===== src/design/mempool_pkg.sv =====
// Shared constants and address type for the four-group TCDM cluster
// Word addresses interleave across banks on the two lowest bits

package mempool_pkg;

  // Cluster shape
  localparam int unsigned NumGroups     = 4;
  localparam int unsigned GroupIdxWidth = 2;

  // Bank geometry
  localparam int unsigned RowsPerBank = 64;
  localparam int unsigned RowWidth    = 6;

  // Word address covers all banks
  localparam int unsigned AddrWidth = RowWidth + GroupIdxWidth;
  localparam int unsigned DataWidth = 32;

  // Decoded view, row on top and bank select in the low bits
  typedef struct packed {
    logic [RowWidth-1:0]      row;
    logic [GroupIdxWidth-1:0] group;
  } tcdm_addr_fields_t;

  // Same word seen flat or decoded
  typedef union packed {
    logic [AddrWidth-1:0] word;
    tcdm_addr_fields_t    f;
  } tcdm_addr_t;

endpackage : mempool_pkg


===== src/design/tcdm_bank.sv =====
// Single-port TCDM bank
// Write at the enabled edge, read data registered one cycle later

`timescale 1ns/1ps

module tcdm_bank
  import mempool_pkg::*;
(
  input  logic                 clk_i,
  input  logic                 en_i,
  input  logic                 we_i,
  input  logic [RowWidth-1:0]  row_i,
  input  logic [DataWidth-1:0] wdata_i,
  output logic [DataWidth-1:0] rdata_o
);

  logic [DataWidth-1:0] mem [RowsPerBank];
  logic [DataWidth-1:0] rdata_q;

  always_ff @(posedge clk_i) begin
    if (en_i) begin
      if (we_i) begin
        mem[row_i] <= wdata_i;
      end else begin
        rdata_q <= mem[row_i];
      end
    end
  end

  // Held across writes so a pending response stays intact
  assign rdata_o = rdata_q;

  a_row_known: assert property (@(posedge clk_i)
    en_i |-> !$isunknown(row_i));

endmodule : tcdm_bank


===== config.mk =====
export PLATFORM = sky130hd
export DESIGN_NAME = tcdm_bank
export DESIGN_NICKNAME = d
export VERILOG_FILES = /design/src/design/mempool_pkg.sv /design/src/design/tcdm_bank.sv
export SDC_FILE = /design/constraint.sdc
export NUM_CORES = 2
export LEC_CHECK = 0
export BUFFER_PORTS_ARGS = -buffer_cell sky130_fd_sc_hd__buf_2
export CAP_MARGIN = 30
export CORE_ASPECT_RATIO = 0.9
export CORE_UTILIZATION = 50
export CTS_BUF_LIST = sky130_fd_sc_hd__clkbuf_4 sky130_fd_sc_hd__clkbuf_8 sky130_fd_sc_hd__clkbuf_16
export DETAILED_ROUTE_END_ITERATION = 16
export GPL_ROUTABILITY_DRIVEN = 0
export PLACE_DENSITY = 0.62
export SYNTH_ARGS = -nofsm -noshare
export SYNTH_HDL_FRONTEND = slang
export SYNTH_SLANG_ARGS = --single-unit

===== constraint.sdc =====
create_clock -name clk_i -period 4.75 [get_ports clk_i]
set_clock_uncertainty 0.05 [all_clocks]
set_input_delay 0 -clock clk_i [delete_from_list [all_inputs] [get_ports clk_i]]
set_output_delay 0 -clock clk_i [all_outputs]
set_load 0.02 [all_outputs]

==> impl_metrics.json <==
{
  "clkTransAtPathRegs_ns": 0.06,
  "power_switching_mw": 8.316,
  "fin_hold_ws_ns": 0.04520,
  "power_density_nw_per_um2": 422.0,
  "cts_buffers": 197,
  "dieArea_um2": 158600,
  "netSwitchingFraction_pct": 22.10,
  "worstPathMaxFanout": 63,
  "antenna_left": 0,
  "hold_buffers": 40,
  "hpwl_um": 131500,
  "grt_max_degree": 94,
  "syn_area_um2": 78500,
  "critPathArrivalTime_ns": 3.99,
  "slew_viol_final": 0,
  "cts-resized-gates": 0,
  "worst_slack_ns": 1.291,
  "crit_buf_inv": 4,
  "ir_worst_vdd_uv": 362.1,
  "die_h_um": 377.9,
  "end_kind": "flip-flop",
  "antenna_found_initial": 24,
  "p_comb_share_pct": 5.3,
  "fmax_mhz": 289.1,
  "reg2reg_slack_ns": 1.99,
  "r2r_start": "mem[9][4]",
  "gr-total-overflow": 0,
  "firstDrtPassIters": 6,
  "status": "finished clean",
  "syn-num-nets": 4477,
  "via_count": 45300,
  "grt_pass1_wl_um": 319700,
  "slew_headroom_pct": 27.54,
  "drv_cap": 0,
  "fin_crit_sh_pct": 72.82,
  "nets": 4660,
  "rows": 137,
  "h-tree-depth": 4,
  "root_buffer": "clkbuf_16",
  "core_um2": 155500,
  "criticalPathCategory": "in -> reg",
  "register_area_um2": 62460,
  "sequentialPowerShare_pct": 54.1,
  "nFillCells": 11670,
  "first_iter_violations": 7008,
  "io_pins": 73,
  "syn_area_per_cell_um2": 17.70,
  "wire_per_inst_um": 33.03,
  "synth_edf_count": 2080,
  "p_int_mw": 29.31,
  "holdCritPathClass": "in -> reg",
  "worstPathRequired_ns": 5.28,
  "vias_per_cell": 6.590,
  "syn_inst": 4436,
  "hold_viol": 0,
  "drive_gt1_share_pct": 15.92,
  "clkSinkCount": 2080,
  "chipWidth_um": 419.7,
  "startpoint_type": "input port",
  "drc": 0,
  "io_buffers": 72,
  "worst_pin_slew_ns": 1.079,
  "setup_viol": 0,
  "clk-insertion-delay-late_ns": 0.84,
  "r2r-end": "rdata_o[4]",
  "p_clk_share_pct": 40.6,
  "cp_slowest_cell": "buf_4",
  "leakagePower_nw": 28.20,
  "clock_path_buffers": 3,
  "ys.flop_type": "edfxtp_1",
  "crit_family": "buffers and inverters",
  "period_needed_ns": 3.459,
  "ys_ff_latch": 2080,
  "rsz0062_at_grt": "no",
  "timing.critical_path.mode_cell": "dlygate4sd3_1",
  "critPathLaunch": "row_i[0]",
  "postCtsSetupRepairBufs": 0,
  "synthArstFlopShare_pct": 0,
  "start_util_pct": 50.49,
  "dpl_cell_area_um2": 82520,
  "yosysSeqAreaShare_pct": 79.57,
  "groute.usage.overall_pct": 28.42,
  "grt_pass1_vias": 42320,
  "synth_cell_type_count": 54,
  "crit_chain": "dlygate4sd3_1, buf_6, buf_4, mux4_2, nand2_1, a21oi_1, nor3_1, o2111ai_1, dlygate4sd3_1",
  "finalWirelength_um": 227000,
  "pre_cts_ws_ns": 0.8590,
  "rr_worst_depth": 5,
  "syn_to_final_growth_pct": 13.59,
  "cpPeakStageDelay_ns": 0.75,
  "tns_ns": 0,
  "ys.warnings.count": 0,
  "cts_tree": "built",
  "stdcell_area_um2": 89170,
  "multi_input_area_um2": 15220,
  "endpoint": "rdata_o[29]",
  "cp.depth": 9
}
Yosys cell counts, types with 59 or more instances:
cell type | instances | area (µm²)
clkbuf_1 | 201 | 754.5
edfxtp_1 | 2080 | 62460
o22ai_1 | 238 | 1489
a21oi_1 | 70 | 350.3
buf_2 | 59 | 295.3
mux2i_1 | 242 | 2422
nor2_1 | 155 | 581.8
mux2_2 | 72 | 810.8
nand2_1 | 117 | 439.2
a221oi_1 | 166 | 1454
a22oi_1 | 477 | 3581
o21ai_0 | 97 | 485.5
per-stage QoR:
stage	utilization (%)	total power [mW]	instances
2_1_floorplan	-	21.64	4436
3_3_place_gp	52.99	22.64	6457
3_5_place_dp	53.07	22.67	6464
4_1_cts	57.34	37.69	6865
5_1_grt	57.34	38.51	6868
6_report	57.35	37.62	6874
registers in the layout (all words and copies together), names as in the netlist:
signal   flops
mem       2048
rdata_o     32
layout by cell type, fill, tap and decap left out, types with 15 or more instances in the layout:
cell	instances
a211o_1	16
a211oi_1	17
a21oi_1	70
a221oi_1	166
a22o_1	29
a22oi_1	477
a311oi_1	16
a31oi_1	44
buf_12	23
buf_2	70
buf_4	175
clkbuf_16	198
clkbuf_4	52
clkinv_1	51
clkinv_2	32
dlygate4sd3_1	40
edfxtp_1	2080
mux2_2	72
mux2i_1	242
nand2_1	116
nor2_1	84
nor2_4	69
nor3_1	49
nor4_1	15
o211ai_1	15
o21ai_0	97
o221ai_1	21
o22a_1	30
o22ai_1	238
or3_1	28
final cells by class:
type / instances / share of cell area [%]
sequential: 2080 / 70.05
multi-input combinational: 2024 / 17.07
clock buffer: 250 / 5.994
timing repair buffer: 313 / 2.940
tap: 2085 / 2.926
clock inverter: 111 / 0.9864
antenna: 8 / 0.02245
inverter: 3 / 0.01544
layer usage:
layer  GRT usage [%]  vias up  share of wire (%)
met4           9.000       16                3.2
met5               0        -              0.048
met1           41.96    23260                 41
met2           42.47     2767                 45
li1                -    18870                  -
met3           5.867      382                 11
power groups by stage:
| stage | logic (mW) | registers, mW | clock network [mW] |
|---|---|---|---|
| 3_3_place_gp | 1.91 | 20.7 | 0 |
| 6_report | 2.00 | 20.3 | 15.3 |
| 3_5_place_dp | 1.94 | 20.7 | 0 |
| 4_1_cts | 1.97 | 20.3 | 15.4 |
| 2_1_floorplan | 0.913 | 20.7 | 0 |
| 5_1_grt | 2.08 | 20.3 | 16.1 |
cells by family after synthesis:
group	synth area share (%)
flip-flops	79.57
AO/OA/AOI/OAI	11.85
buffers and inverters	1.796
multiplexers	4.348
AND/OR/NAND/NOR	2.436
worst min path at each step:
stage / from / to / slack (ns) / cells after the start
final: wdata_i[19] / mem[23][19] / 0.05 / 2
after global routing: wdata_i[19] / mem[23][19] / 0.02 / 2
after floorplan: wdata_i[0] / mem[0][0] / 0.05 / 0
after detailed placement: wdata_i[14] / mem[9][14] / 0.37 / 1
after global placement: wdata_i[14] / mem[12][14] / 0.35 / 1
after CTS: wdata_i[19] / mem[23][19] / 0.03 / 2
(Power assumes the default switching activity.)
