## src/design/mempool_pkg.sv

```systemverilog
// Shared constants and address type for the four-group TCDM cluster
// Word addresses interleave across banks on the two lowest bits

package mempool_pkg;

  // Cluster shape
  localparam int unsigned NumGroups     = 4;
  localparam int unsigned GroupIdxWidth = 2;

  // Bank geometry
  localparam int unsigned RowsPerBank = 64;
  localparam int unsigned RowWidth    = 6;

  // Word address covers all banks
  localparam int unsigned AddrWidth = RowWidth + GroupIdxWidth;
  localparam int unsigned DataWidth = 32;

  // Decoded view, row on top and bank select in the low bits
  typedef struct packed {
    logic [RowWidth-1:0]      row;
    logic [GroupIdxWidth-1:0] group;
  } tcdm_addr_fields_t;

  // Same word seen flat or decoded
  typedef union packed {
    logic [AddrWidth-1:0] word;
    tcdm_addr_fields_t    f;
  } tcdm_addr_t;

endpackage : mempool_pkg

```

## src/design/tcdm_resp_xbar.sv

```systemverilog
// Response crossbar
// Each port picks the read data of the bank that served it last cycle,
// so all four ports can receive data at once

`timescale 1ns/1ps

module tcdm_resp_xbar
  import mempool_pkg::*;
(
  input  logic [DataWidth-1:0]     bank_rdata_i [NumGroups],
  input  logic [GroupIdxWidth-1:0] resp_bank_i  [NumGroups],
  output logic [DataWidth-1:0]     resp_rdata_o [NumGroups]
);

  always_comb begin
    for (int p = 0; p < NumGroups; p++) begin
      resp_rdata_o[p] = bank_rdata_i[resp_bank_i[p]];
    end
  end

endmodule : tcdm_resp_xbar

```

## config.mk

```make
export PLATFORM = sky130hd
export DESIGN_NAME = tcdm_resp_xbar
export DESIGN_NICKNAME = d
export VERILOG_FILES = /design/src/design/mempool_pkg.sv /design/src/design/tcdm_resp_xbar.sv
export SDC_FILE = /design/constraint.sdc
export NUM_CORES = 1
export LEC_CHECK = 0
export BUFFER_PORTS_ARGS = -buffer_cell sky130_fd_sc_hd__buf_2
export CAP_MARGIN = 20
export CORE_AREA = 5 5 100 102
export DETAILED_ROUTE_END_ITERATION = 6
export DIE_AREA = 0 0 105 107
export PLACE_DENSITY = 0.76
export SLEW_MARGIN = 20
export SYNTH_ARGS = -nofsm -noshare
export SYNTH_HDL_FRONTEND = slang
export SYNTH_SLANG_ARGS = --single-unit
```

## constraint.sdc

```tcl
create_clock -name vclk -period 1.1
set_input_delay 0.055 -clock vclk [all_inputs]
set_output_delay 0.055 -clock vclk [all_outputs]
set_load 0.01 [all_outputs]
```

==> results.md, run 1 <==
- Row cnt: 35
- CP bufs+invs: 3
- Switching share of total power: 43.6%
- Yosys warns: 0
- Top-count cell post-synth: mux4_2
- Die area: 11200 sq um
- P_sw: 1.15 mW
- DR vias/cell: 6.30
- Critical path peak fanout: 6
- Pwr Density: 520 nW/um^2
- Result of the run: finished, final reports clean
- First-pass DRT Iterations: 4
- DRC viols: 0
- Post-synthesis sequential area ratio: 0%
- Final WL: 13.6 mm
- Final hold violation count: 0
- # fillers: 718
- Syn Nets: 292
- Synth-to-Final Area Change: 56.1%
- Crit end category: output pin
- M1 WL: 4.49 mm
- Antenna diode count: 0
- Worst Hold Class: in2out
- Fin crit period: 1080 ps
- Logic pwr share: 100.0%
- Final Wtd Congestion: 0.817
- First-pass GRT wire length: 20.3 mm
- Mapped Area: 3260 sq um
- Peak VDD IR: 254 uV
- RSZ-0062 raised after global routing: false
- Largest net degree at the start of global routing: 30
- Worst EP required: 1040 ps
- Type of origin of the critical path: input port
- Synth area leader: mux4_2
- Top cells by area, synth: mux4_2 83%, buf_12 7.4%, mux4_1 6.5%
- Routed WL per cell: 25.6 microns
- Flop pwr share: 0%
- Area share of the largest cell type after synthesis: 82.9%
- Met2 WL: 7.64 mm
- Total core area: 9020 sq um
- Crit path DAT: 1020 ps
- Die X: 105 microns
- Fmax: 0.926 GHz
- Reg area: 0 sq um
- Synthesized area per cell: 20.9 sq um
- Final period util: 98.1%
- Overall power: 2.65 mW
- Slowest cell on the critical path: mux4_1
- Critical path's largest stage delay: 540 ps
- Top-level port count: 264
- Most frequent cells after synthesis: 120 x mux4_2, 12 x buf_12, 12 x buf_2
- Port bufs: 264
- Cell family with most CP delay: multiplexers
- Vias in the first global route: 3710
- DR iter-0 viols: 162
- Worst-Margin Slew: 195 ps
- Max-slew violation count: 0
- Initial antenna violation count: 0
- Clock buffer count: 0
- Post-DP HPWL: 10.1 mm
- Rel. slew slack: 87.0%
- Die height: 107 microns
- Distinct cell type count of the synthesized netlist: 5
- Clock Power Share: 0%
- Final setup vio count: 0
- Met3 WL: 1.26 mm
- Top Layer Used: met4
- DRT antenna net count: 0
- Post-CTS Setup Inserts: 0
- Total GRT Usage: 22.8%
- Critical Path, Cell by Cell: buf_16 > buf_12 > mux4_1 > buf_2
- Maxcap violations: 0
- Post-Syn Instances: 156
- Leakage: 2.20 nW
- WS Path Type: in2out
- Pint: 1.49 mW
- Seq cells: 0
- Layout cells sized above 1: 99.0%
- # nets final: 558
- Total negative setup slack: 0 ps
- Initial Util: 36.1%
- Vias: 3344
- Congestion Overflow GR: 0
-- through the flow --
stage | std cells | worst slack, ps | utilization [%] | hold WS [ps] | cell area, sq um
2_1_floorplan | 156 | 201 | - | 285 | 3260
3_3_place_gp | 519 | -83.8 | 51.9 | 536 | 4680
3_5_place_dp | 519 | -110 | 51.9 | 547 | 4680
4_1_cts | 528 | -48.2 | 55.3 | 548 | 4990
5_1_grt | 531 | 0.953 | 56.4 | 564 | 5090
6_report | 531 | 20.4 | 56.4 | 547 | 5090
-- cell usage in the layout (no fill, tap or decap) --
cell type / count
buf_2: 255
mux4_2: 124
buf_12: 18
buf_16: 10
buf_6: 5
mux4_1: 4
clkbuf_16: 3
buf_4: 1
-- tightest hold or removal path, cell delays in order --
cell and delay (ps):
buf_2 100, mux4_2 220, buf_2 120
-- what timing repair did --
item,4_1_cts,5_1_grt
endpoints found under the setup margin,106,17
gates cloned,9,3
hold buffers,0,0
resized for setup,31,5
-- logic make-up (layout without fill, tap and decap cells) --
kind of cell | count (synthesis) | count (layout) | share of synthesized area [%]
buffers and inverters | 28 | 292 | 10.6
multiplexers | 128 | 128 | 89.4
-- routing by layer --
layer | track usage [%] | up-vias
li1 | - | 1367
met1 | 25.8 | 1745
met2 | 44.2 | 216
met3 | 4.27 | 16
met4 | 4.57 | 0
met5 | 0 | -
-- power by group through the flow --
stage	Sequential (mW)	Combinational (mW)	Clock (mW)
3_5_place_dp	0	2.43	0
5_1_grt	0	2.81	0
2_1_floorplan	0	1.42	0
6_report	0	2.65	0
3_3_place_gp	0	2.37	0
4_1_cts	0	2.62	0
-- path summary, 6_finish.rpt --
check / end / cells after the start / startpoint / slack, ps
worst max-delay path: resp_rdata_o[96] / 4 / resp_bank_i[6] / 20
worst min-delay path: resp_rdata_o[8] / 3 / bank_rdata_i[8] / 550
-- area by class of cell --
cell class	count	area (sq um)	area share, %
repair buffers	292	2050	40.3
well taps	111	139	2.73
multi-input cells	128	2900	57.0
No activity file was read; power rests on OpenSTA's default activity.
==> run 2: changes to the inputs <==
--- a/config.mk
+++ b/config.mk
@@ -11,6 +11,7 @@
 export DETAILED_ROUTE_END_ITERATION = 6
 export DIE_AREA = 0 0 105 107
 export PLACE_DENSITY = 0.76
+export REMOVE_ABC_BUFFERS = 1
 export SLEW_MARGIN = 20
 export SYNTH_ARGS = -nofsm -noshare
 export SYNTH_HDL_FRONTEND = slang
==> results.md, run 2 (same netlist as run 1, synthesis figures left out) <==
- Final period util: 97.9%
- Pwr Density: 521 nW/um^2
- Flop pwr share: 0%
- Vias in the first global route: 3700
- Fmax: 0.929 GHz
- P_sw: 1.12 mW
- Pint: 1.41 mW
- Design area: 4860 sq um
- Post-route insts no fill: 524
- Type of origin of the critical path: input port
- Final Wtd Congestion: 0.911
- RSZ-0062 raised after global routing: true
- Leakage: 2.09 nW
- DP Cell Count: 519
- DRT antenna net count: 0
- Die area: 11200 sq um
- Congestion Overflow GR: 0
- Total core area: 9020 sq um
- Peak VDD IR: 326 uV
- Result of the run: finished, final reports clean
- Largest net degree at the start of global routing: 19
- Crit path DAT: 1020 ps
- Worst EP required: 1040 ps
- Vias: 3329
- DR vias/cell: 6.35
- Critical path peak fanout: 17
- Hold_sp: bank_rdata_i[47]
- Worst Hold Class: in2out
- # nets final: 551
- Final WL: 13.0 mm
- Commonest non-fill, non-tap cell in the layout: buf_2
- Placement Cell Area: 4690 sq um
- Layout cells sized above 1: 99.8%
- Clock Power Share: 0%
- Crit end category: output pin
- Crit path from: resp_bank_i[0]
- Hold Slack: 541 ps
- Routed WL per cell: 24.8 microns
- Switching share of total power: 44.3%
- DR iter-0 viols: 163
- Seq cells: 0
- Row cnt: 35
- Reg area: 0 sq um
- First-pass GRT wire length: 20.1 mm
- Critical path's largest stage delay: 530 ps
- Final setup vio count: 0
- Fin crit period: 1080 ps
- Logic pwr share: 100.0%
- Synth-to-Final Area Change: 49.1%
- Critical Path, Cell by Cell: buf_6 > buf_12 > mux4_2 > buf_2
- Clock buffer count: 0
- DRC viols: 0
- Rel. slew slack: 89.9%
- # fillers: 756
- Most frequent cells in the layout: 258 x buf_2, 127 x mux4_2, 18 x buf_12
- Final hold violation count: 0
- Die height: 107 microns
- Top-level port count: 264
- Port bufs: 264
- Post-DP HPWL: 10.5 mm
- Worst-Margin Slew: 152 ps
- Max-slew violation count: 0
- Maxcap violations: 0
- Die X: 105 microns
- Initial antenna violation count: 0
- Total GRT Usage: 22.2%
- WS Path Type: in2out
- First-pass DRT Iterations: 4
- Slowest cell on the critical path: mux4_2
- Antenna diode count: 0
- Initial Util: 36.1%
run 2: cell types whose count changed in the layout (fill, tap and decap cells not counted):
cell / before / now
buf_16: 10 / 4
buf_2: 255 / 258
mux4_1: 4 / 1
mux4_2: 124 / 127
clkbuf_16: 3 / 1
buf_4: 1 / 0
buf_6: 5 / 4
run 2: worst max-delay path: cells and delay by family:
kind	cells	cell delay, ps
mux	1	530
buf+inv	3	430
run 2: cell type report:
class | count | area (sq um) | area share [%]
Multi-Input combinational cell | 128 | 2890 | 59.4
Timing Repair Buffer | 285 | 1830 | 37.7
Tap cell | 111 | 139 | 2.86
run 2: routing by layer:
metal  routed length [microns]  global-route usage (%)
met1                      4120                    25.6
met2                      7210                    42.4
met3                      1440                    5.36
met4                       205                    3.65
met5                         0                       0
run 2: worst paths after layout:
path / depth (start not counted) / to / slack, ps
setup / recovery: 4 / resp_rdata_o[12] / 20
hold / removal: 3 / resp_rdata_o[47] / 540
run 2: repair_timing:
| action | CTS | global route |
|---|---|---|
| endpoints found under the setup margin | 119 | 22 |
| gates resized for setup | 22 | 3 |
| setup buffers | 0 | 0 |
| hold buffers | 0 | 0 |
| gates cloned | 4 | 1 |
run 2: metrics by stage:
step	setup TNS [ps]	util, %	power, mW	setup WS (ps)
global placement	-2460	52.0	2.38	-81.5
global route	-122	53.8	2.70	-19.5
floorplan	0	-	1.14	411
finish	0	53.8	2.53	23.3
detailed placement	-3900	52.0	2.44	-104
CTS	0	53.6	2.54	9.28
run 2: power by group through the flow:
stage | clock network, mW | logic (mW) | registers, mW
2_1_floorplan | 0 | 1.14 | 0
3_3_place_gp | 0 | 2.38 | 0
3_5_place_dp | 0 | 2.44 | 0
4_1_cts | 0 | 2.54 | 0
5_1_grt | 0 | 2.70 | 0
6_report | 0 | 2.53 | 0
