**src/design/mempool_pkg.sv**
```systemverilog
// Shared constants and address type for the four-group TCDM cluster
// Word addresses interleave across banks on the two lowest bits

package mempool_pkg;

  // Cluster shape
  localparam int unsigned NumGroups     = 4;
  localparam int unsigned GroupIdxWidth = 2;

  // Bank geometry
  localparam int unsigned RowsPerBank = 64;
  localparam int unsigned RowWidth    = 6;

  // Word address covers all banks
  localparam int unsigned AddrWidth = RowWidth + GroupIdxWidth;
  localparam int unsigned DataWidth = 32;

  // Decoded view, row on top and bank select in the low bits
  typedef struct packed {
    logic [RowWidth-1:0]      row;
    logic [GroupIdxWidth-1:0] group;
  } tcdm_addr_fields_t;

  // Same word seen flat or decoded
  typedef union packed {
    logic [AddrWidth-1:0] word;
    tcdm_addr_fields_t    f;
  } tcdm_addr_t;

endpackage : mempool_pkg

```
**src/design/tcdm_req_xbar.sv**
```systemverilog
// Request crossbar
// Recovers each bank's granted source from the route code and steers that
// source's row, write enable and write data into the bank

`timescale 1ns/1ps

module tcdm_req_xbar
  import mempool_pkg::*;
(
  input  tcdm_addr_t               req_addr_i   [NumGroups],
  input  logic                     req_wen_i    [NumGroups],
  input  logic [DataWidth-1:0]     req_wdata_i  [NumGroups],
  input  logic                     bank_gnt_i   [NumGroups],
  input  logic [GroupIdxWidth-1:0] bank_route_i [NumGroups],
  output logic                     bank_en_o    [NumGroups],
  output logic                     bank_we_o    [NumGroups],
  output logic [RowWidth-1:0]      bank_row_o   [NumGroups],
  output logic [DataWidth-1:0]     bank_wdata_o [NumGroups]
);

  for (genvar b = 0; b < NumGroups; b++) begin : gen_bank
    logic [GroupIdxWidth-1:0] src;

    // Source group sits across the link named by the route
    assign src = GroupIdxWidth'(b) ^ bank_route_i[b];

    assign bank_en_o[b]    = bank_gnt_i[b];
    assign bank_we_o[b]    = req_wen_i[src];
    assign bank_row_o[b]   = req_addr_i[src].f.row;
    assign bank_wdata_o[b] = req_wdata_i[src];
  end : gen_bank

endmodule : tcdm_req_xbar

```
**config.mk**
```make
export PLATFORM = sky130hd
export DESIGN_NAME = tcdm_req_xbar
export DESIGN_NICKNAME = d
export VERILOG_FILES = /design/src/design/mempool_pkg.sv /design/src/design/tcdm_req_xbar.sv
export SDC_FILE = /design/constraint.sdc
export NUM_CORES = 1
export LEC_CHECK = 0
export BUFFER_PORTS_ARGS = -buffer_cell sky130_fd_sc_hd__buf_2
export CORE_AREA = 2 2 130 132
export DETAILED_ROUTE_END_ITERATION = 10
export DIE_AREA = 0 0 132 134
export PLACE_DENSITY_LB_ADDON = 0.08
export SKIP_LAST_GASP = 1
export SLEW_MARGIN = 25
export SYNTH_ARGS = -nofsm -noshare
export SYNTH_HDL_FRONTEND = slang
export SYNTH_SLANG_ARGS = --single-unit
export TNS_END_PERCENT = 50
```
**constraint.sdc**
```tcl
create_clock -name vclk -period 1
set_input_delay 0.05 -clock vclk [all_inputs]
set_output_delay 0.05 -clock vclk [all_outputs]
set_load 0.05 [all_outputs]
```
==> results.json, run 1 <==
{
  "io_pins": 336,
  "grt_usage_pct": 21.3,
  "worst_hold_slack_ns": 0.100,
  "min_path_cells": 0,
  "critPathLaunchType": "input port",
  "ir_drop_uv": 376,
  "fin_nets": 713,
  "die_w_um": 132,
  "hpwl_um": 13600,
  "final_cell_mix": "buf_2, mux4_2, buf_6, buf_4, buf_12",
  "required_ns": 0.95,
  "relSlewSlack_pct": 82.0,
  "ctsHoldBuffers": 0,
  "grt_start_max_net_pins": 26,
  "finalCritPeriodShare_pct": 115,
  "synth_seq_area_share_pct": 0,
  "rsz0062_at_grt": "true",
  "use_met1_pct": 27.8,
  "drv_cap": 0,
  "slowest_delay_ns": 0.52,
  "ys_types": 4,
  "finalCriticalPeriod_ns": 1.15,
  "postLayoutCellArea_sq_mm": 0.00747,
  "gr-usage-met3_pct": 4.57,
  "grt_overflow": 0,
  "wl_per_cell_um": 26.2,
  "antenna_found_initial": 0,
  "crit_path_max_fanout": 5,
  "p_leak_nw": 3.12,
  "finalSetupViolCount": 152,
  "worstMarginPinSlew_ns": 0.272,
  "cp_data_arrival_time_ns": 1.10,
  "regArea_sq_um": 0,
  "final_antenna_net_count": 0,
  "power_density_mw_per_mm2": 896,
  "fin_setup_tns_ns": -11.58,
  "num_rows": 47,
  "portBuffers": 320,
  "n_sequential_cell": 0,
  "drive_gt1_share_pct": 100,
  "cp_cell_sequence": "buf_12 > buf_12 > buf_12 > mux4_2 > buf_8",
  "start_util_pct": 23.2,
  "critPathKind": "input port to output pin",
  "grt_pass1_wl_um": 29100,
  "grt_pass1_vias": 4531,
  "timing.hold.worst.start": "bank_gnt_i[1]",
  "placed_area_sq_mm": 0.00581,
  "setup_ws_ns": -0.146,
  "hold_viol": 0,
  "power.total_mw": 6.69,
  "yosys_warnings": 0,
  "globalRouteMet2Util_pct": 37.8,
  "vias": 4272,
  "fillerInstances": 1490,
  "synthesis.area_sq_mm": 0.00377,
  "dieArea_sq_mm": 0.0177,
  "drv_slew": 0,
  "fin_cells": 755,
  "routed_wl_um": 19800,
  "critical_path.slowest_cell": "mux4_2",
  "status": "complete, but fails checks",
  "drtIter0Drc": 190,
  "netlist_instances": 192,
  "postSynthAreaPerCell_sq_um": 19.6,
  "nClkBuffers": 0,
  "antenna_cells": 0,
  "final_common_cell": "buf_2",
  "core-area_sq_mm": 0.0163,
  "drc": 0,
  "min_to": "bank_en_o[1]",
  "place_congestion": 0.859,
  "pre_cts_ws_ns": -0.257,
  "finalCoreUtilization_pct": 45.8,
  "routed_via_density": 5.66,
  "syn_to_final_growth_pct": 98.0,
  "syn_nets": 368,
  "end_kind": "output pin",
  "crit_top_cell": "buf_12",
  "first_pass_iters": 5,
  "fp.dieH_um": 134,
  "hp-class": "input port to output pin",
  "dp.cells": 727,
  "grt-busiest-layer": "met2",
  "violations": "setup timing",
  "fmax_ghz": 0.873
}
## critical path, delay by kind of cell
kind                   cells  cell delay (ns)
buffers and inverters      4             0.51
multiplexers               1             0.52
## per-layer routing
layer  wire length (um)  up-vias
li1                   -     1716
met1               7570     2276
met2              10300      262
met3               1690       18
met4                225        0
met5                  0        -
## worst max path at each step
| stage | start | endpoint | slack [ns] | cells past startpoint |
|---|---|---|---|---|
| 4_1_cts | bank_route_i[6] | bank_row_o[21] | -0.16 | 5 |
| 3_3_place_gp | bank_route_i[6] | bank_wdata_o[126] | -0.26 | 4 |
| 3_5_place_dp | bank_route_i[4] | bank_wdata_o[94] | -0.26 | 4 |
| 6_report | bank_route_i[6] | bank_row_o[21] | -0.15 | 5 |
| 5_1_grt | bank_route_i[6] | bank_row_o[21] | -0.18 | 5 |
| 2_1_floorplan | bank_route_i[2] | bank_wdata_o[38] | -0.07 | 2 |
## logic make-up after synthesis
group / Yosys count / synth area share (%)
muxes: 156 / 93.2
buffers and inverters: 36 / 6.83
## cells in the mapped netlist
library cell  count  area share (%)
mux4_2          156              93
buf_4            21             4.2
buf_2            11             1.5
buf_6             4             1.2
## final cells by class
type               instances  area (sq um)  share of cell area, %
multi-input cells        156          3510                   47.1
well taps                220           275                   3.69
repair buffers           379          3680                   49.3
## timing repair
action,CTS,global route
gates resized for setup,275,95
cloned,15,2
setup endpoints to repair,156,156
buffers inserted,10,1
hold endpoints to repair,0,0
## report_power, final
group          switching (mW)  internal [mW]
logic                    3.82           2.87
clock network               0              0
registers                   0              0
total                    3.82           2.87
Power figures use the tool's default switching activity.
==> run 2: changes to the inputs <==
- PLACE_DENSITY: not set -> 0.5
- PLACE_DENSITY_LB_ADDON: 0.08 -> not set
- SETUP_SLACK_MARGIN: not set -> 0.1
==> run 2 against run 1 <==
  * The run still ends with setup timing left
  * Hold slack hardly changed
  * Cell area is 0.80% higher
  * Combinational power hardly changed
  * Non-clock buffer count is 4 lower
  * Via count is 1.8% higher
  * Flip-flop and latch count stayed put
  * Final cell count is 0.40% lower
  * Critical path depth is 1 lower
  * Power is 0.29% higher
  * Global-route usage is 1.4 points lower
  * Largest cell class unchanged
==> results.json, run 2 (synthesis results as in run 1) <==
{
  "first_pass_iters": 4,
  "dp.cells": 722,
  "required_ns": 0.95,
  "fin_cells": 752,
  "grt_overflow": 0,
  "ir_drop_uv": 421,
  "n_sequential_cell": 0,
  "fmax_ghz": 0.878,
  "wl_per_cell_um": 25.9,
  "drc": 0,
  "grt_pass1_vias": 4472,
  "worstMarginPinSlew_ns": 0.275,
  "relSlewSlack_pct": 81.8,
  "place_congestion": 0.818,
  "final_cell_mix": "buf_2, mux4_2, buf_6, buf_4, buf_16",
  "start_util_pct": 23.2,
  "setup_ws_ns": -0.139,
  "finalCriticalPeriod_ns": 1.14,
  "io_pins": 336,
  "nClkBuffers": 0,
  "grt_usage_pct": 20.0,
  "fin_nets": 709,
  "pre_cts_ws_ns": -0.265,
  "drv_slew": 0,
  "drv_cap": 0,
  "routed_via_density": 5.78,
  "critPathKind": "input port to output pin",
  "fp.dieH_um": 134,
  "critPathLaunchType": "input port",
  "cp_data_arrival_time_ns": 1.09,
  "syn_to_final_growth_pct": 99.6,
  "vias": 4347,
  "finalSetupViolCount": 155,
  "violations": "setup timing",
  "die_w_um": 132,
  "status": "complete, but fails checks",
  "antenna_found_initial": 1,
  "hold_viol": 0,
  "core-area_sq_mm": 0.0163,
  "hpwl_um": 12400,
  "regArea_sq_um": 0,
  "final_common_cell": "buf_2",
  "dieArea_sq_mm": 0.0177,
  "p_leak_nw": 3.14,
  "min_to": "bank_en_o[2]",
  "num_rows": 47,
  "grt_pass1_wl_um": 27400,
  "hp-class": "input port to output pin",
  "finalCritPeriodShare_pct": 114,
  "routed_wl_um": 19500,
  "grt_start_max_net_pins": 22,
  "crit_path_max_fanout": 9,
  "min_path_cells": 0,
  "power_density_mw_per_mm2": 891,
  "drive_gt1_share_pct": 100,
  "final_antenna_net_count": 0,
  "ctsHoldBuffers": 0,
  "rsz0062_at_grt": "true",
  "timing.hold.worst.start": "bank_gnt_i[2]",
  "end_kind": "output pin",
  "drtIter0Drc": 163,
  "portBuffers": 320
}
## run 2: changes by cell type in the layout (fill, tap and decap cells not counted)
cell and change:
buf_12 -5, buf_16 +6, buf_4 -2, buf_6 -6, clkbuf_16 +3, diode_2 +1
## run 2: where the power goes
group,internal (mW),switching [mW],leakage [nW]
logic,2.89,3.82,3.14
clock network,0.000000134,0,0.00000634
registers,0,0,0
total,2.89,3.82,3.14
## run 2: layout make-up
cell class	count	area [sq um]
antenna	1	2.50
fill	1466	8760
multi-input combinational	156	3510
tap	220	275
timing repair buffer	375	3740
## run 2: metrics by stage
stage	util [%]	TNS, ns	hold slack [ns]	total power, mW	instance area, sq um
floorplan	-	-0.284	0.267	3.99	3900
global placement	35.6	-31.23	0.100	5.30	5800
detailed placement	35.6	-31.29	0.100	5.33	5800
CTS	43.9	-15.68	0.100	6.43	7150
global route	46.2	-16.60	0.100	6.93	7530
finish	46.2	-12.30	0.100	6.71	7530
## run 2: per-layer routing
layer / up-vias / wire (um) / global-route usage (%)
met3: 30 / 1460 / 3.40
met2: 321 / 10500 / 36.2
met1: 2286 / 7130 / 25.0
met5: - / 0 / 0
met4: 0 / 410 / 4.47
li1: 1710 / - / -
## run 2: worst max-delay path by stage
| stage | endpoint | slack, ns | start | depth (start not counted) |
|---|---|---|---|---|
| 4_1_cts | bank_wdata_o[71] | -0.14 | bank_route_i[4] | 4 |
| 3_5_place_dp | bank_wdata_o[91] | -0.26 | bank_route_i[4] | 4 |
| 2_1_floorplan | bank_wdata_o[86] | -0.02 | bank_route_i[4] | 3 |
| 6_report | bank_we_o[2] | -0.14 | bank_route_i[4] | 4 |
| 3_3_place_gp | bank_wdata_o[91] | -0.27 | bank_route_i[4] | 4 |
| 5_1_grt | bank_we_o[2] | -0.16 | bank_route_i[4] | 4 |
## run 2: what timing repair did
action                                  in CTS  in global routing
endpoints found under the setup margin     156                156
pin swaps                                    0                  0
setup buffers                                6                  0
gates cloned                                18                  5
resized for setup                          273                 90
## run 2: worst max-delay path, cell delays in order
cell	delay [ns]
buf_16	0.14
buf_16	0.17
mux4_2	0.51
buf_4	0.21
