### src/design/mempool_pkg.sv
// Shared constants and address type for the four-group TCDM cluster
// Word addresses interleave across banks on the two lowest bits

package mempool_pkg;

  // Cluster shape
  localparam int unsigned NumGroups     = 4;
  localparam int unsigned GroupIdxWidth = 2;

  // Bank geometry
  localparam int unsigned RowsPerBank = 64;
  localparam int unsigned RowWidth    = 6;

  // Word address covers all banks
  localparam int unsigned AddrWidth = RowWidth + GroupIdxWidth;
  localparam int unsigned DataWidth = 32;

  // Decoded view, row on top and bank select in the low bits
  typedef struct packed {
    logic [RowWidth-1:0]      row;
    logic [GroupIdxWidth-1:0] group;
  } tcdm_addr_fields_t;

  // Same word seen flat or decoded
  typedef union packed {
    logic [AddrWidth-1:0] word;
    tcdm_addr_fields_t    f;
  } tcdm_addr_t;

endpackage : mempool_pkg

### src/design/tcdm_arbiter.sv
// TCDM control block
// Decodes each port's target bank, grants one source per bank in round-robin
// order and keeps the per-port response route for the following cycle

`timescale 1ns/1ps

module tcdm_arbiter
  import mempool_pkg::*;
(
  input  logic                     clk_i,
  input  logic                     rst_i,
  input  logic                     req_valid_i  [NumGroups],
  input  tcdm_addr_t               req_addr_i   [NumGroups],
  input  logic                     req_wen_i    [NumGroups],
  output logic                     req_ready_o  [NumGroups],
  output logic                     bank_gnt_o   [NumGroups],
  output logic [GroupIdxWidth-1:0] bank_route_o [NumGroups],
  output logic                     resp_valid_o [NumGroups],
  output logic [GroupIdxWidth-1:0] resp_bank_o  [NumGroups]
);

  logic [GroupIdxWidth-1:0] tgt         [NumGroups];
  logic [GroupIdxWidth-1:0] bank_src    [NumGroups];
  logic [GroupIdxWidth-1:0] ptr_q       [NumGroups];
  logic                     resp_pend_q [NumGroups];
  logic                     resp_rd_q   [NumGroups];
  logic [GroupIdxWidth-1:0] resp_bank_q [NumGroups];
  logic [NumGroups-1:0]     bank_acc    [NumGroups];

  // Target bank straight from the decoded address
  for (genvar p = 0; p < NumGroups; p++) begin : gen_decode
    assign tgt[p] = req_addr_i[p].f.group;
  end : gen_decode

  // Round-robin scan from each bank's pointer
  always_comb begin
    logic [GroupIdxWidth-1:0] cand;
    cand = '0;
    for (int b = 0; b < NumGroups; b++) begin
      bank_gnt_o[b] = 1'b0;
      bank_src[b]   = '0;
      for (int i = 0; i < NumGroups; i++) begin
        cand = ptr_q[b] + GroupIdxWidth'(i);
        if (!bank_gnt_o[b] && req_valid_i[cand] && (tgt[cand] == GroupIdxWidth'(b))) begin
          bank_gnt_o[b] = 1'b1;
          bank_src[b]   = cand;
        end
      end
      // Link code as in the xor group wiring
      bank_route_o[b] = bank_src[b] ^ GroupIdxWidth'(b);
    end
  end

  for (genvar p = 0; p < NumGroups; p++) begin : gen_ready
    assign req_ready_o[p] = req_valid_i[p] && bank_gnt_o[tgt[p]] &&
                            (bank_src[tgt[p]] == GroupIdxWidth'(p));
    assign resp_valid_o[p] = resp_pend_q[p] && resp_rd_q[p];
    assign resp_bank_o[p]  = resp_bank_q[p];
  end : gen_ready

  always_ff @(posedge clk_i) begin
    if (rst_i) begin
      for (int b = 0; b < NumGroups; b++) begin
        ptr_q[b]       <= '0;
        resp_pend_q[b] <= 1'b0;
      end
    end else begin
      for (int b = 0; b < NumGroups; b++) begin
        // Winner drops to lowest priority
        if (bank_gnt_o[b]) begin
          ptr_q[b] <= GroupIdxWidth'(bank_src[b] + 1'b1);
        end
        resp_pend_q[b] <= req_ready_o[b];
      end
    end
  end

  // Response route, only meaningful while pending
  always_ff @(posedge clk_i) begin
    for (int p = 0; p < NumGroups; p++) begin
      if (req_ready_o[p]) begin
        resp_rd_q[p]   <= !req_wen_i[p];
        resp_bank_q[p] <= tgt[p];
      end
    end
  end

  for (genvar b = 0; b < NumGroups; b++) begin : gen_chk_bank
    for (genvar p = 0; p < NumGroups; p++) begin : gen_acc
      assign bank_acc[b][p] = req_ready_o[p] && (tgt[p] == GroupIdxWidth'(b));
    end : gen_acc

    // Only one port may be accepted into a bank per cycle
    a_one_per_bank: assert property (@(posedge clk_i) disable iff (rst_i)
      $onehot0(bank_acc[b]));
  end : gen_chk_bank

  for (genvar b = 0; b < NumGroups; b++) begin : gen_chk_route
    // Granted bank's route must lead back to an accepted port aimed at it
    a_route_match: assert property (@(posedge clk_i) disable iff (rst_i)
      bank_gnt_o[b] |-> req_ready_o[GroupIdxWidth'(b) ^ bank_route_o[b]] &&
        (tgt[GroupIdxWidth'(b) ^ bank_route_o[b]] == GroupIdxWidth'(b)));
  end : gen_chk_route

endmodule : tcdm_arbiter

### config.mk
export PLATFORM = sky130hd
export DESIGN_NAME = tcdm_arbiter
export DESIGN_NICKNAME = d
export VERILOG_FILES = /design/src/design/mempool_pkg.sv /design/src/design/tcdm_arbiter.sv
export SDC_FILE = /design/constraint.sdc
export NUM_CORES = 1
export LEC_CHECK = 0
export BUFFER_PORTS_ARGS = -buffer_cell sky130_fd_sc_hd__buf_2
export CORE_MARGIN = 4
export CORE_UTILIZATION = 35
export CTS_CLUSTER_SIZE = 10
export DETAILED_ROUTE_END_ITERATION = 8
export SETUP_SLACK_MARGIN = 0.05
export SYNTH_ARGS = -nofsm -noshare
export SYNTH_HDL_FRONTEND = slang
export SYNTH_SLANG_ARGS = --single-unit
### constraint.sdc
create_clock -name clk_i -period 2.25 [get_ports clk_i]
set_clock_uncertainty 0.15 [all_clocks]
set_input_delay 0.225 -clock clk_i [delete_from_list [all_inputs] [get_ports clk_i]]
set_output_delay 0.225 -clock clk_i [all_outputs]
set_load 0.1 [all_outputs]
==> run summary, run 1 <==
Ant. Diodes -> 0
Startpoint types -> flip-flop
First-pass GRT wire length -> 9335 um
Wirelength, routed -> 5807 um
Most frequent cells in the layout -> 62 x buf_4, 32 x buf_2, 20 x edfxtp_1
Yosys reg bits -> 24
Main synth FF type -> edfxtp_1
Asr flop ratio synth -> 0
CP Max Fanout -> 4
Final-stage net count -> 333
Post-synthesis sequential area ratio -> 0.4124
Hold path cells -> 2
Clk Latency, worst-skew pair -> 260 ps
Leading cell type in the layout, fill and taps excluded -> buf_4
CP peak stage delay -> 450 ps
Critical Path RT -> 1880 ps
Clock Tree Root -> clkbuf_8
Hold_ws -> 48.30 ps
Rows -> 24
Gr usage total -> 0.1969
First-pass iteration count of the detailed router -> 5
Pin count of the biggest net entering global routing -> 17
Total CTS buffers -> 3
Total chip power -> 1.703 mW
Post-synthesis instance total -> 173
# port buffers -> 45
Starting DRT DRC Count -> 69
CP Data Arrival Time -> 2210 ps
DRT antenna net count -> 0
Hpwl dp -> 4526 um
Critical path class -> reg -> out
Layout cells sized above 1 -> 0.5813
Fin Setup TNS -> -2541 ps
Fmax -> 387.5 MHz
Syn Nets -> 215
Final Cycle Share -> 1.147
Netlist Area Pre-Place -> 1650 um^2
Num Clock Sinks -> 24
Fin. Hold Viols -> 0
Vias post-DR -> 1891
Syn-to-layout area delta -> 82.41%
Worst VDD drop -> 0.2935 mV
Period minus WS final -> 2580 ps
Failing checks -> negative setup slack
R2R cell count -> 8
Fin area -> 3010 um^2
Placed Instance Area -> 2674 um^2
Reg clk slew, reported paths -> 90 ps
Unrepaired setup endpoints after global routing -> yes
# H-tree levels -> 1
Status -> complete, but fails checks
Final setup viols -> 13
Setup WS post-layout -> -330.5 ps
Fill count -> 347
Setup crit end kind -> output pin
Synthesized area per cell -> 9.539 um^2
Pre-CTS setup slack -> -358.0 ps
Crit path cell chain -> buf_6, or3_4, a311o_1, o221a_4, a21oi_4, buf_12
Longest Clk Path Bufs -> 2
Initial Util -> 0.3713
Share of Yosys cell area claimed by the top area cell type -> 0.3639
Synth top area cells -> edfxtp_1 36%, dfxtp_1 4.9%, nor3_1 4.9%
Power per cell area -> 565.6 nW/um^2
Die Y -> 76.67 um
Distinct cells, synth -> 53
Slew @ Worst Pin -> 494.3 ps
Vias per cell -> 5.545
CTS tree -> yes
Core box area -> 4444 um^2
Leak Pwr -> 1.286 nW
Yosys top cell by area -> edfxtp_1
Number of remaining DRC errors -> 0
Relative slew margins -> 0.6727
Max stage delay cell, worst path -> edfxtp_1
Routability Congestion -> 0.8590
Routed len/inst -> 17.03 um
Min-delay worst type -> in -> reg
EDFF count, synth -> 20
Full die area -> 5878 um^2
Initial antenna violation count -> 0
Vias in the first global route -> 1901
Slew Viols, Final -> 0
Ports -> 70
Die Wd -> 76.67 um
Warnings, synthesis -> 0
Max-Cap Viols -> 0
GR Overflow Total -> 0
==> flip-flops by register name (all words and copies together), names as in the netlist <==
| name | flops |
|---|---|
| ptr_q | 8 |
| resp_rd_q | 4 |
| resp_pend_q | 4 |
| resp_bank_q | 8 |
==> synth_stat cells, types with 2 or more instances <==
cell	count
a211oi_1	2
a21oi_1	8
a221oi_1	4
a311oi_1	2
a31oi_1	2
and2_1	4
and3_1	3
and3b_1	3
clkbuf_1	6
dfxtp_1	4
edfxtp_1	20
inv_1	14
inv_2	3
nand2_1	8
nand2b_1	4
nand3_1	6
nand3b_1	8
nand4_1	2
nand4b_1	5
nand4bb_1	2
nor3_1	16
nor3b_1	4
nor4b_1	2
nor4bb_1	2
o21a_1	4
o21ai_0	4
o22a_1	2
or2_2	3
or3b_1	2
==> where the power goes <==
part           internal [mW]  total, mW  switching [mW]
logic                  0.351      0.907           0.556
clock network          0.120      0.251           0.132
registers              0.524      0.544          0.0204
==> routing by layer <==
layer / vias up / GRT usage / wire length [um]
li1: 912 / - / -
met1: 911 / 0.2338 / 2371
met2: 56 / 0.3598 / 3061
met3: 12 / 0.03162 / 275
met4: 0 / 0.06159 / 99
met5: - / 0 / 0
==> cells by family (layout without fill, tap and decap cells) <==
group / count (synthesis) / after routing / synth area share
AND/OR/NAND/NOR: 80 / 80 / 0.3177
flip-flops: 24 / 24 / 0.4124
AO/OA/AOI/OAI: 42 / 42 / 0.2024
buffers and inverters: 26 / 142 / 0.06216
XOR/XNOR: 1 / 1 / 0.005308
==> through the flow <==
stage,std cells,utilization
after global routing,341,0.6774
final,341,0.6774
after floorplan,173,-
after detailed placement,323,0.6016
after CTS,338,0.6641
after global placement,323,0.6016
==> worst max-delay path, delay by kind of cell, from the launching register on <==
family	cells	cell delay, ps
AO/OA/AOI/OAI	3	770
buffers and inverters	2	340
AND/OR/NAND/NOR	1	360
flip-flops	1	450
==> what timing repair did <==
item | 4_1_cts | 5_1_grt
gates resized for setup | 32 | 12
endpoints found under the setup margin | 22 | 22
hold buffers | 0 | 0
buffers inserted | 15 | 6
pin swaps | 10 | 8
==> worst paths after layout <==
check,from,to,slack [ps]
setup / recovery,ptr_q[0][1],req_ready_o[3],-330
hold / removal,req_wen_i[0],resp_rd_q[3],50
setup reg to reg,ptr_q[0][1],resp_bank_q[3][1],-190
hold reg to reg,ptr_q[1][1],ptr_q[1][1],840
==> area by class of cell <==
type,instances,area [um^2],share of cell area
Multi-Input combinational cell,123,1105,0.3670
Sequential cell,24,680.7,0.2261
Tap cell,52,65.06,0.02161
Timing Repair Buffer,121,1035,0.3437
Clock buffer,3,41.29,0.01372
Inverter,18,83.83,0.02785
No activity file was read; power rests on OpenSTA's default activity.
==> run 2, diff against run 1 <==
- ABC_AREA: not set -> 1
- CAP_MARGIN: not set -> 20
==> run summary, run 2 <==
Status -> complete, but fails checks
Failing checks -> negative setup slack
Most used routing layer -> met2
Num Clock Sinks -> 24 (unchanged)
Full die area -> 8907 um^2 (+52%)
Synthesized area per cell -> 6.203 um^2 (-35%)
Vias in the first global route -> 3056 (+61%)
Most frequent cells in the layout -> 99 x nand2_1, 85 x buf_4, 56 x nand2_2
Most common cell in the netlist -> nand2_1
Hold_buf cts -> 0 (unchanged)
Yosys reg bits -> 24 (unchanged)
R2R cell count -> 19 (+11)
Rows -> 31 (+29%)
Leading cell type in the layout, fill and taps excluded -> nand2_1
R2R Path End -> resp_pend_q[1]
Syn Nets -> 463 (+120%)
Max-Cap Viols -> 0 (unchanged)
Grt met1 use -> 0.2518 (+0.01804)
Ports -> 70 (unchanged)
Wirelength, routed -> 9397 um (+62%)
Final Cycle Share -> 1.256 (+0.1090)
Routability Congestion -> 0.9291 (+8.2%)
Worst R2R Setup Slack -> -310 ps (-120 ps)
Netlist Area Pre-Place -> 2611 um^2 (+58%)
Longest Clk Path Bufs -> 2 (unchanged)
Initial Util -> 0.3600 (-0.01133)
Die Y -> 94.38 um (+23%)
Global-route met3 utilization -> 0.01514 (-0.01648)
Starting DRT DRC Count -> 162 (+130%)
Final setup viols -> 34 (+21)
Number of remaining DRC errors -> 0 (unchanged)
Post-synthesis sequential area ratio -> 0.2607 (-0.1518)
Clock Tree Root -> clkbuf_8
Vias post-DR -> 3261 (+72%)
Period minus WS final -> 2826 ps (+245.2 ps)
Initial antenna violation count -> 0 (unchanged)
Worst R2R Start -> ptr_q[0][0]
Core box area -> 7253 um^2 (+63%)
First-pass iteration count of the detailed router -> 5 (unchanged)
# port buffers -> 45 (unchanged)
Syn-to-layout area delta -> 81.55%
HP Start -> req_wen_i[2]
Post-synthesis instance total -> 421 (+140%)
Critical path class -> reg -> out
Met2 Use GR -> 0.3582 (-0.001600)
Min-delay worst type -> in -> reg
Warnings, synthesis -> 0 (unchanged)
Setup WS post-layout -> -575.7 ps (-245.2 ps)
CTS tree -> yes
First-pass GRT wire length -> 13990 um (+50%)
Share of Yosys cell area claimed by the top area cell type -> 0.2300 (-0.1339)
Post-layout util -> 0.6536 (-0.02375)
Ant. Diodes -> 0 (unchanged)
# H-tree levels -> 1 (unchanged)
Unrepaired setup endpoints after global routing -> yes
Asr flop ratio synth -> 0 (unchanged)
CP Max Fanout -> 8 (+4)
Slew Viols, Final -> 0 (unchanged)
Layout cells sized above 1 -> 0.6021 (+0.02080)
DRT antenna net count -> 0 (unchanged)
Hpwl dp -> 6766 um (+49%)
Yosys top cell by area -> edfxtp_1
CP Data Arrival Time -> 2450 ps (+240 ps)
Total CTS buffers -> 3 (unchanged)
Fin. Hold Viols -> 0 (unchanged)
Most frequent cells after synthesis -> 148 x nand2_1, 47 x inv_1, 44 x nand3_1
Hold path cells -> 2 (unchanged)
Synth top area cells -> edfxtp_1 23%, nand2_1 21%, nand3_1 8.4%
Fmax -> 353.9 MHz (-8.7%)
Reg clk slew, reported paths -> 80 ps (about the same)
Die Wd -> 94.38 um (+23%)
EDFF count, synth -> 20 (unchanged)
Routed len/inst -> 14.09 um (-17%)
GR Overflow Total -> 0 (unchanged)
Final-stage net count -> 611 (+83%)
Hold EP -> resp_rd_q[1]
Main synth FF type -> edfxtp_1
Startpoint types -> flip-flop
Relative slew margins -> 0.6745 (+0.001751)
Clk Latency, worst-skew pair -> 270 ps (about the same)
Setup crit end kind -> output pin
Critical Path RT -> 1880 ps (about the same)
Slew @ Worst Pin -> 491.7 ps (-2.644 ps)
Regs by FF count -> ptr_q (8), resp_bank_q (8)
Vias per cell -> 4.889 (-12%)
Gr usage total -> 0.1971 (+0.0002006)
Distinct cells, synth -> 34 (-36%)
Pin count of the biggest net entering global routing -> 14 (-3)
## run 2: changes by cell type in the layout (fill, tap and decap cells not counted), sizes merged, moves of 5 or more
cell | before | now
nand3b | 8 | 1
nor3 | 16 | 3
nand4 | 2 | 10
o21ai | 5 | 15
nand4b | 5 | 0
buf | 121 | 157
nand3 | 6 | 53
nor2 | 1 | 44
nand2 | 8 | 172
inv | 15 | 65
## run 2: cells by family (layout without fill, tap and decap cells)
group / after synthesis / after routing / synth area share
XOR/XNOR: 2 / 2 / 0.006709
AND/OR/NAND/NOR: 284 / 284 / 0.5228
flip-flops: 24 / 24 / 0.2607
AO/OA/AOI/OAI: 30 / 30 / 0.06661
buffers and inverters: 81 / 228 / 0.1433
## run 2: worst max-delay path: stages, from the launching register on
cell and delay, ps:
edfxtp_1 430, buf_6 170, buf_16 130, o21ai_2 120, nor2_1 60, nand2_1 70
nand2_2 90, buf_4 160, nand2_1 60, nand2_1 70, nand2_2 80, nand2_4 80
inv_4 70, nand2_4 60, a21oi_4 170, nand3_4 90, clkinvlp_4 100, buf_12 170
## run 2: timing repair
| item | CTS | global route |
|---|---|---|
| resized for setup | 83 | 80 |
| cloned | 2 | 1 |
| setup buffers | 14 | 14 |
| setup endpoints to repair | 35 | 42 |
| pin swaps | 25 | 41 |
## run 2: layout make-up
cell class | count | area, um^2
repair buffers | 157 | 1448
flip-flops and latches | 24 | 680.7
clock buffers | 4 | 55.05
fillers | 620 | 2512
inverters | 67 | 285.3
multi-input cells | 316 | 2148
well taps | 99 | 123.9
## run 2: stage by stage
step	instance area [um^2]	setup WS, ps	hold WS [ps]	std cells	setup TNS (ps)
5_1_grt	4741	-687.4	47.21	667	-12780
4_1_cts	4323	-494.2	45.67	652	-6210
2_1_floorplan	2731	-1153	173.9	421	-17210
6_report	4741	-575.7	42.76	667	-9268
3_3_place_gp	3871	-279.1	315.2	635	-3870
3_5_place_dp	3871	-322.0	323.5	635	-4652
## run 2: how the worst max path moves through the flow
stage                startpoint           endpoint  slack, ps
floorplan           ptr_q[0][0]  resp_bank_q[0][0]      -1150
global placement    ptr_q[2][0]     req_ready_o[2]       -280
detailed placement  ptr_q[0][0]  resp_bank_q[0][1]       -320
CTS                 ptr_q[0][0]     req_ready_o[1]       -490
global route        ptr_q[0][0]     req_ready_o[2]       -690
finish              ptr_q[0][0]     req_ready_o[2]       -580
## run 2: per-layer routing
layer	wire length, um	share of wire
met2	4726	0.50
met3	563	0.060
met5	0	0
met1	3939	0.42
met4	167	0.018
Power of run 2 is left out: the tool's default activity adds up to more than one toggle a clock period on the data nets, which glitch-free logic cannot reach.
